[config.mk]
export PLATFORM = sky130hd
export DESIGN_NAME = victim_cache
export DESIGN_NICKNAME = d
export VERILOG_FILES = /design/src/victim_pkg.sv /design/src/victim_if.sv /design/src/victim_array.sv /design/src/victim_cache.sv /design/src/victim_ctrl.sv /design/src/victim_store.sv
export SDC_FILE = /design/constraint.sdc
export NUM_CORES = 2
export LEC_CHECK = 0
export ABC_AREA = 1
export BUFFER_PORTS_ARGS = -buffer_cell sky130_fd_sc_hd__buf_2
export CORE_AREA = 2 2 337 339
export DETAILED_ROUTE_END_ITERATION = 8
export DIE_AREA = 0 0 339 341
export HOLD_SLACK_MARGIN = 0.02
export SYNTH_ARGS = -nofsm -noshare
export SYNTH_HDL_FRONTEND = slang
export SYNTH_SLANG_ARGS = --single-unit
[constraint.sdc]
create_clock -name clk -period 14.5 [get_ports clk]
set_input_delay 2.9 -clock clk [delete_from_list [all_inputs] [get_ports clk]]
set_output_delay 2.9 -clock clk [all_outputs]
set_load 0.02 [all_outputs]
[src/victim_pkg.sv]
package victim_pkg;

    // ******************************
    // widths
    // ******************************

    localparam int unsigned addr_width = 32;
    localparam int unsigned line_width = 256;

    // byte offset inside a 32-byte line.
    localparam int unsigned offset_bits = 5;

    // line address without its byte offset.
    localparam int unsigned tag_width = addr_width - offset_bits;

    // ******************************
    // types
    // ******************************

    typedef logic [addr_width-1:0] addr_t;
    typedef logic [line_width-1:0] line_t;
    typedef logic [tag_width-1:0]  tag_t;

    // one bit picks one of the two ways.
    typedef logic way_t;

    localparam int unsigned way_count = 1 << $bits(way_t);

endpackage : victim_pkg

[src/victim_if.sv]
`timescale 1ns/1ps

interface victim_if;
    import victim_pkg::*;

    // load strobes, one bit per way.
    logic [way_count-1:0] ld_valid;
    logic [way_count-1:0] ld_dirty;
    logic [way_count-1:0] ld_tag;
    logic [way_count-1:0] ld_data;
    logic                 ld_lru;

    // values written under the strobes.
    logic valid_in;
    logic dirty_in;
    way_t lru_in;

    // way picked for the fill.
    way_t victim_way;

    // lookup result.
    logic  hit;
    way_t  way_hit;
    line_t hit_data;
    logic  hit_dirty;

    // per-way status.
    logic [way_count-1:0] valid_out;
    logic [way_count-1:0] dirty_out;
    way_t                 lru;

    // contents of victim_way.
    tag_t  wb_tag;
    line_t wb_line;

    modport ctrl (
        output ld_valid, ld_dirty, ld_tag, ld_data, ld_lru,
        output valid_in, dirty_in, lru_in, victim_way,
        input  hit, way_hit, hit_data, hit_dirty,
        input  valid_out, dirty_out, lru, wb_tag, wb_line
    );

    modport store (
        input  ld_valid, ld_dirty, ld_tag, ld_data, ld_lru,
        input  valid_in, dirty_in, lru_in, victim_way,
        output hit, way_hit, hit_data, hit_dirty,
        output valid_out, dirty_out, lru, wb_tag, wb_line
    );

endinterface : victim_if

[src/victim_array.sv]
`timescale 1ns/1ps

module victim_array #(
    parameter int width = 1
) (
    input  logic             clk,
    input  logic             rst,
    input  logic             load,
    input  logic [width-1:0] datain,
    output logic [width-1:0] dataout
);

    logic [width-1:0] data_q;

    // holds its value until the next load.
    always_ff @(posedge clk) begin
        if (rst) begin
            data_q <= '0;
        end else if (load) begin
            data_q <= datain;
        end
    end

    assign dataout = data_q;

endmodule : victim_array

[src/victim_cache.sv]
`timescale 1ns/1ps

module victim_cache (
    input  logic              clk,
    input  logic              rst,

    // lookup from the L1 controller.
    input  logic              lookup_valid,
    input  victim_pkg::addr_t lookup_address,

    // evicted line from L1.
    input  logic              evict_valid,
    input  victim_pkg::addr_t evict_address,
    input  victim_pkg::line_t evict_data,
    input  logic              evict_dirty,

    // lookup response.
    output logic              resp_valid,
    output logic              resp_hit,
    output victim_pkg::line_t resp_data,
    output logic              resp_dirty,

    // write-back to memory.
    output logic              wb_valid,
    output victim_pkg::addr_t wb_address,
    output victim_pkg::line_t wb_data
);

    victim_if bus ();

    victim_store u_store (
        .clk            (clk),
        .rst            (rst),
        .lookup_address (lookup_address),
        .evict_address  (evict_address),
        .evict_data     (evict_data),
        .bus            (bus.store)
    );

    victim_ctrl u_ctrl (
        .clk          (clk),
        .rst          (rst),
        .lookup_valid (lookup_valid),
        .evict_valid  (evict_valid),
        .evict_dirty  (evict_dirty),
        .resp_valid   (resp_valid),
        .resp_hit     (resp_hit),
        .resp_data    (resp_data),
        .resp_dirty   (resp_dirty),
        .wb_valid     (wb_valid),
        .wb_address   (wb_address),
        .wb_data      (wb_data),
        .bus          (bus.ctrl)
    );

endmodule : victim_cache

[src/victim_ctrl.sv]
`timescale 1ns/1ps

module victim_ctrl (
    input  logic              clk,
    input  logic              rst,
    input  logic              lookup_valid,
    input  logic              evict_valid,
    input  logic              evict_dirty,
    output logic              resp_valid,
    output logic              resp_hit,
    output victim_pkg::line_t resp_data,
    output logic              resp_dirty,
    output logic              wb_valid,
    output victim_pkg::addr_t wb_address,
    output victim_pkg::line_t wb_data,
    victim_if.ctrl            bus
);
    import victim_pkg::*;

    logic lookup_hit;
    logic swap;
    logic wb_due;
    way_t fill_way;

    assign lookup_hit = lookup_valid & bus.hit;

    // hit and evict together swap the lines.
    assign swap = lookup_hit & evict_valid;

    // ******************************
    // fill way choice
    // ******************************

    always_comb begin
        if (swap) begin
            fill_way = bus.way_hit;
        end else if (!bus.valid_out[0]) begin
            fill_way = 1'b0;
        end else if (!bus.valid_out[1]) begin
            fill_way = 1'b1;
        end else begin
            fill_way = bus.lru;
        end
    end

    assign bus.victim_way = fill_way;

    // a valid dirty line pushed out by a plain fill.
    assign wb_due = evict_valid & ~swap
                  & bus.valid_out[fill_way] & bus.dirty_out[fill_way];

    // ******************************
    // load strobes
    // ******************************

    always_comb begin
        bus.ld_valid = '0;
        bus.ld_dirty = '0;
        bus.ld_tag   = '0;
        bus.ld_data  = '0;
        bus.ld_lru   = 1'b0;
        bus.valid_in = 1'b0;
        bus.dirty_in = 1'b0;
        bus.lru_in   = 1'b0;

        if (evict_valid) begin
            // fill, which also covers the swap case.
            bus.ld_valid[fill_way] = 1'b1;
            bus.ld_dirty[fill_way] = 1'b1;
            bus.ld_tag[fill_way]   = 1'b1;
            bus.ld_data[fill_way]  = 1'b1;
            bus.ld_lru             = 1'b1;
            bus.valid_in           = 1'b1;
            bus.dirty_in           = evict_dirty;
            bus.lru_in             = ~fill_way;
        end else if (lookup_hit) begin
            // line returns to L1, so free its way.
            bus.ld_valid[bus.way_hit] = 1'b1;
            bus.ld_lru                = 1'b1;
            bus.lru_in                = bus.way_hit;
        end
    end

    // ******************************
    // registered outputs
    // ******************************

    always_ff @(posedge clk) begin
        if (rst) begin
            resp_valid <= 1'b0;
            resp_hit   <= 1'b0;
            wb_valid   <= 1'b0;
        end else begin
            resp_valid <= lookup_valid;
            resp_hit   <= lookup_hit;
            wb_valid   <= wb_due;
        end
    end

    always_ff @(posedge clk) begin
        if (lookup_hit) begin
            resp_data  <= bus.hit_data;
            resp_dirty <= bus.hit_dirty;
        end
        if (wb_due) begin
            wb_address <= {bus.wb_tag, {offset_bits{1'b0}}};
            wb_data    <= bus.wb_line;
        end
    end

endmodule : victim_ctrl

[src/victim_store.sv]
`timescale 1ns/1ps

module victim_store (
    input  logic              clk,
    input  logic              rst,
    input  victim_pkg::addr_t lookup_address,
    input  victim_pkg::addr_t evict_address,
    input  victim_pkg::line_t evict_data,
    victim_if.store           bus
);
    import victim_pkg::*;

    logic [way_count-1:0] valid_q;
    logic [way_count-1:0] dirty_q;
    logic [way_count-1:0] match;
    way_t                 lru_q;
    tag_t                 tag_q [way_count];
    line_t                data_q [way_count];
    tag_t                 lookup_tag;
    tag_t                 evict_tag;

    assign lookup_tag = lookup_address[addr_width-1:offset_bits];
    assign evict_tag  = evict_address[addr_width-1:offset_bits];

    // ******************************
    // storage
    // ******************************

    for (genvar w = 0; w < way_count; w++) begin : g_way
        victim_array #(.width(1)) valid_arr (
            .clk     (clk),
            .rst     (rst),
            .load    (bus.ld_valid[w]),
            .datain  (bus.valid_in),
            .dataout (valid_q[w])
        );

        victim_array #(.width(1)) dirty_arr (
            .clk     (clk),
            .rst     (rst),
            .load    (bus.ld_dirty[w]),
            .datain  (bus.dirty_in),
            .dataout (dirty_q[w])
        );

        victim_array #(.width(tag_width)) tag_arr (
            .clk     (clk),
            .rst     (rst),
            .load    (bus.ld_tag[w]),
            .datain  (evict_tag),
            .dataout (tag_q[w])
        );

        victim_array #(.width(line_width)) data_arr (
            .clk     (clk),
            .rst     (rst),
            .load    (bus.ld_data[w]),
            .datain  (evict_data),
            .dataout (data_q[w])
        );

        // only a valid way can hit.
        assign match[w] = valid_q[w] && (tag_q[w] == lookup_tag);
    end

    victim_array #(.width(1)) lru_arr (
        .clk     (clk),
        .rst     (rst),
        .load    (bus.ld_lru),
        .datain  (bus.lru_in),
        .dataout (lru_q)
    );

    // ******************************
    // lookup and status
    // ******************************

    always_comb begin
        bus.hit     = |match;
        // tags never repeat across ways, so one match at most.
        bus.way_hit = match[1];
    end

    assign bus.hit_data  = data_q[bus.way_hit];
    assign bus.hit_dirty = dirty_q[bus.way_hit];

    assign bus.valid_out = valid_q;
    assign bus.dirty_out = dirty_q;
    assign bus.lru       = lru_q;

    // contents of the way about to be filled.
    assign bus.wb_tag  = tag_q[bus.victim_way];
    assign bus.wb_line = data_q[bus.victim_way];

endmodule : victim_store
### Yosys cells after proc, flatten, opt, wreduce, memory -nomap -nowiden

Index checks and enable logic that the tools add are counted.

* bits in registers: 1114
* logic and storage cells: 69
* bits in read-only memories: 0
* latch bits: 0
* bits in writable memories: 0
* output and inout port bits: 548
* input port bits: 325
* memories: 0

* div/mod/pow operators: 0
* reductions and logical operators: 5
* $add $sub $neg: 0
* shift-type cells: 0
* eq/ne operators: 2
* mux-type cells: 31
* bitwise operators: 9
* multiply operators: 0
* $lt $le $gt $ge: 6

Operator list (number)
* two-way mux 256 bit: 6
* two-way mux 27 bit: 3
* == test 27 bit: 2
* two-way mux 1 bit: 17
* two-way mux 2 bit: 3
* AND 1 bit: 5
* >= comparator 2 bit, second input constant: 2
* logical AND 1 bit: 4
* less-than comparator 1 x 2 -> 1 bit, second input constant: 2
* NOT 1 -> 2 bit: 2
* demux 1 bit (select 1 bit): 2
* >= comparator 1 bit, second input constant: 2
* NOT 1 bit: 2
* OR reduction 2 bit: 1

### Depth between registers and ports, before layout

* depth after elaboration: 11
* mapped depth: 19
* gate-level depth less buffers: 17

### Cells and area by module

Synthesis repeated with hierarchy kept, for this count alone.

* cell total of the unflattened synthesis: 6250
* area, all modules: 50616.0 um^2

By module, submodules not included
* victim_array (u_store.g_way[0].data_arr ...): sequential area each 5124.9 um^2, area an instance 10725.3 um^2, instances 2, cells an instance 1622
* victim_ctrl: sequential area each 16275.6 um^2, area an instance 16524.6 um^2, instances 1, cells an instance 589
* victim_store: sequential area each 0.0 um^2, area an instance 9940.8 um^2, instances 1, cells an instance 2040
* victim_array (u_store.g_way[0].tag_arr ...): sequential area each 540.5 um^2, area an instance 1237.4 um^2, instances 2, cells an instance 171
* victim_array (u_store.g_way[0].dirty_arr ...): sequential area each 20.0 um^2, area an instance 45.0 um^2, instances 5, cells an instance 7

### Worst setup path before layout

No wires, ideal clock.

* path kind: input-to-reg
* start: input port lookup_address[23]
* end: register u_ctrl.wb_address[10] (enable)
* stages on the path: 13
* required time: 13.020 ns
* buffers on the path: 0
* setup time: 1.480 ns
* data arrival time: 11.975 ns
* setup slack: 1.045 ns
* cell sequence: inv_1 -> nand2_1 -> nand2_1 -> and2_1 -> nand3_1 -> nor3_1 -> nand3_1 -> nand2_1 -> nand2_1 -> inv_1 -> nor2_1 -> nand3_1 -> inv_1

* longest elaborated chain between the ends: 10
* elaborated cells between the ends (all ways): 16
* classes of those cells: eq/ne: 2; mux: 5; bitwise: 6; reduce/logical: 3

RTL lines
* start: declaration: RTL line victim_cache.sv:9 `input victim_pkg::addr_t lookup_address,`
* == test 27 bit: RTL line victim_store.sv:63 `assign match[w] = valid_q[w] && (tag_q[w] == lookup_tag);`
* logical AND 1 bit: RTL line victim_store.sv:63
* OR reduction 2 bit (*): RTL line victim_store.sv:79 `bus.hit = |match;`
* AND 1 bit (*): RTL line victim_ctrl.sv:25 `assign lookup_hit = lookup_valid & bus.hit;`
* net u_ctrl.lookup_hit: RTL line victim_ctrl.sv:20 `logic lookup_hit;`
* AND 1 bit (*): RTL line victim_ctrl.sv:28 `assign swap = lookup_hit & evict_valid;`
* two-way mux 1 bit: RTL line victim_ctrl.sv:35 `if (swap) begin`
* two-way mux 1 bit (implied by the code) (2 in series): RTL line victim_ctrl.sv:50 `& bus.valid_out[fill_way] & bus.dirty_out[fill_way];`
* AND 1 bit: RTL line victim_ctrl.sv:50
* AND 1 bit (*): RTL line victim_ctrl.sv:50
* net u_ctrl.wb_due: RTL line victim_ctrl.sv:22 `logic wb_due;`
* end signal: assignment: RTL line victim_ctrl.sv:106 `wb_address <= {bus.wb_tag, {offset_bits{1'b0}}};`
* end: declaration: RTL line victim_ctrl.sv:14 `output victim_pkg::addr_t wb_address,`

The timed path passes the listed nets; every way through them passes the cells marked *. The select of a mux whose other input is x is not followed.
A chain may end at the register's enable or synchronous reset.

### Worst setup path after layout

* start: input port lookup_address[8]
* end: register u_ctrl.wb_data[178] (enable)

* longest elaborated chain between the ends: 10
* elaborated cells between the ends (all ways): 16
* classes of those cells: eq/ne: 2; mux: 5; bitwise: 6; reduce/logical: 3

RTL lines
* == test 27 bit: RTL line victim_store.sv:63
* logical AND 1 bit: RTL line victim_store.sv:63
* OR reduction 2 bit: RTL line victim_store.sv:79
* AND 1 bit: RTL line victim_ctrl.sv:25
* AND 1 bit: RTL line victim_ctrl.sv:28
* two-way mux 1 bit: RTL line victim_ctrl.sv:35
* two-way mux 1 bit (implied by the code) (2 in series): RTL line victim_ctrl.sv:50
* AND 1 bit: RTL line victim_ctrl.sv:50
* AND 1 bit (*): RTL line victim_ctrl.sv:50
* net u_ctrl.wb_due: RTL line victim_ctrl.sv:22
* end signal: assignment: RTL line victim_ctrl.sv:107 `wb_data <= bus.wb_line;`
* end: declaration: RTL line victim_ctrl.sv:15 `output victim_pkg::line_t wb_data,`

Marks and branches as above.

==> key figures <==
Die
  • Die height: about 340 um
  • Io pins: around 870
  • Area of the die: around 120000 um^2
  • Core ar.: around 110000 um^2
  • Die W: roughly 340 um
  • Initial core utilization: 0.416
  • # rows: approximately 120

Placed design
  • GP Congestion: about 0.92
  • Hpwl dp: just under 90000 um
  • Dpl ws: around 6 ns
  • Port buffer count: approximately 860
  • Placement Cell Area: between 50000 and 60000 um^2
  • Placed cell count: between 7000 and 8000

Detailed routing
  • ANT nets after route: 0
  • Vias per inst: approximately 4.8
  • Final WL: around 140000 um
  • Vias: roughly 37000
  • Detail Route met3 WL: approximately 11000 um
  • Highest routed layer: met5
  • M1 WL: between 50000 and 60000 um
  • DR pass1 iterations: 6
  • Initial DRC count: 2583
  • Wire length on met2: 64000 um
  • DRC viols: 0
  • Routed len/inst: around 18 um

Finish
  • Final core utilization: 0.496
  • Post-Layout Cell Count: between 7000 and 8000
  • Ratio of cells with drive above 1 in the final layout: 0.176
  • Final net count: roughly 6400
  • Design Area, Final: about 55000 um^2
  • P&R area growth vs syn: 19.2%

GRT
  • Total global routing overflow: 0
  • Largest net degree at the start of global routing: 217
  • Vias in the first global route: 33965
  • First-pass GRT wire length: 206000 um
  • Initial antenna violation count: 49
  • Gr usage total: 0.229

Timing
  • Skew final: 0.0460 ns
  • Final setup vio count: 0
  • Worst-margin pin slew: 1.16 ns
  • Period utilization: 0.520
  • PnR worst setup slack: slightly below 7 ns
  • Headroom to the max-slew limit: 0.225
  • Minimum clock period: 7.54 ns
  • Hold Vio Cnt, Final: 0
  • Final hold slack: 0.494 ns
  • Unrepaired setup endpoints after global routing: false
  • Final Slew Violations: 0
  • Fmax: 0.133 GHz
  • Setup_tns: 0 ns

Synth
  • Synth Warn #: 0
  • Post-Syn Area: around 47000 um^2
  • Post-synth top cells: nand2_1, nor2_1, dfxtp_1, edfxtp_1, a21oi_1
  • Post-synth top area share: 0.348
  • Largest area contributor in the netlist: edfxtp_1
  • Top area cells in the synthesized netlist: edfxtp_1, dfxtp_1, nand2_1
  • Mean post-synth cell area: between 8 and 9 um^2
  • FFs w/ async S/R, synth: 0
  • EDFF count, synth: 540
  • Post-synthesis sequential area ratio: 0.595
  • Leading cell type by number of instances after synthesis: nand2_1
  • Netlist cell types: 30
  • Most used flip-flop cell after synthesis: dfxtp_1
  • FF+latch count, synth: between 1000 and 1500
  • Synthesized instance count: between 5000 and 6000

Power
  • Combinational share of power: 0.107
  • Power Dens Cells: ~130 nW/um^2
  • Total power: 7.44 mW
  • Net Switching: ~1.9 mW
  • Clock network fraction of total power: 0.414
  • Switching part of the total: 0.258
  • Leakage Power: approximately 25 nW
  • Internal power: roughly 5.5 mW
  • Worst vdd rail ir drop: between 0.0001 and 0.00015 V
  • Sequential Power Share: 0.479

CTS
  • Clk buf depth: 3
  • Clk slew on worst S/H paths: ~0.060 ns
  • Clock Sinks: 1114
  • Total CTS buffers: 119
  • Post-CTS sizing: 0
  • Setup Buffers After CTS: 0
  • CTS Hold Bufs: 0
  • Clk Latency, worst-skew pair: 0.72 ns
  • Htree depth: 3
  • CTS tree: built
  • Clock Tree Root: clkbuf_16

Critical path
  • Crit path capture type: flip-flop
  • CP Data Required Time: about 15 ns
  • Worst setup path category: in -> reg
  • Worst EP arrival: around 8 ns
  • Worst Path Max Fanout: approximately 170
  • CP Launch Type: input pin

Min path
  • HP Class: reg -> reg

Run status
  • Status: complete, no violations

Run
  • Max-Cap Viols: 0
==> metal layers <==
metal  up-vias  track usage
met5         -            0
met4        20        0.115
met3       275       0.0663
met2      1127        0.371
met1     17187        0.278
li1      18887            -
==> power by group through the flow <==
stage          Clock (mW)  Combinational (mW)  Sequential [mW]
2_1_floorplan           0               0.524             3.68
3_3_place_gp            0               0.781             3.63
3_5_place_dp            0               0.793             3.63
4_1_cts              3.15               0.796             3.56
5_1_grt              3.27               0.904             3.58
6_report             3.08               0.793             3.57
==> path summary, 6_finish.rpt <==
check | from | end | slack [ns] | cells after the start
min reg2reg | u_store.g_way[0].valid_arr.dataout$_SDFFE_PP0P_ | u_store.g_way[0].valid_arr.dataout$_SDFFE_PP0P_ | 0.49 | 2
max reg2reg | u_store.g_way[1].tag_arr.dataout[7]$_SDFFE_PP0P_ | u_ctrl.wb_data[178]$_DFFE_PP_ | 8.88 | 18
min | u_store.g_way[0].valid_arr.dataout$_SDFFE_PP0P_ | u_store.g_way[0].valid_arr.dataout$_SDFFE_PP0P_ | 0.49 | 2
max | lookup_address[8] | u_ctrl.wb_data[178]$_DFFE_PP_ | 6.96 | 19
==> final cells by class <==
class,count,area [um^2]
fillers,10826,56400
diodes,30,75.1
flip-flops and latches,1114,27700
repair buffers,897,4620
clock inverters,64,609
well taps,1500,1880
multi-input cells,3630,15800
clock buffers,163,3370
inverters,362,1380
==> kinds of logic after synthesis <==
family / synth area share
flops: 0.595
xor+xnor: 0.00264
simple gates: 0.248
buf+inv: 0.0659
compound gates: 0.0878
other cells: 0.0000806
==> worst max-delay path: stages <==
cell	delay (ns)
buf_2	0.10
inv_1	0.05
nand2_1	0.12
nand2_1	0.07
inv_1	0.05
nand2_1	0.04
nor2_1	0.19
nand2_1	0.07
nor2_1	0.17
nand2_4	0.35
nand2_1	0.23
nand3_1	0.08
nand2_1	0.26
nand2_8	0.54
nand2_1	0.21
nand3_1	0.21
inv_8	0.46
buf_4	0.82
buf_4	0.79
==> cells in the final DEF, fill, tap and decap left out, types with 2 or more instances in the layout <==
cell type and instances:
nand2_1 1325, nor2_1 1173, buf_2 856, dfxtp_1 574, edfxtp_1 540, a21oi_1 525, inv_1 353, o21ai_0 286
nand3b_1 261, clkbuf_16 120, buf_4 38, diode_2 30, clkinv_1 23, clkbuf_1 22, clkinv_2 21, clkbuf_8 21
nand3_1 17, xnor2_1 12, nand4_1 10, bufinv_16 8, inv_2 5, conb_1 5, inv_6 4, clkinvlp_4 4
nor3_1 3, inv_8 3, xor2_1 2, inv_16 2, clkinv_16 2, buf_12 2
==> state kept, by name, summed over array words and instances (netlist names), 2 cells and up <==
| signal | count |
|---|---|
| u_ctrl.resp_data | 256 |
| u_store.g_way.valid_arr.dataout | 2 |
| u_store.g_way.dirty_arr.dataout | 2 |
| u_store.g_way.data_arr.dataout | 512 |
| u_store.g_way.tag_arr.dataout | 54 |
| u_ctrl.wb_address | 27 |
| u_ctrl.wb_data | 256 |
Power figures use the tool's default switching activity.
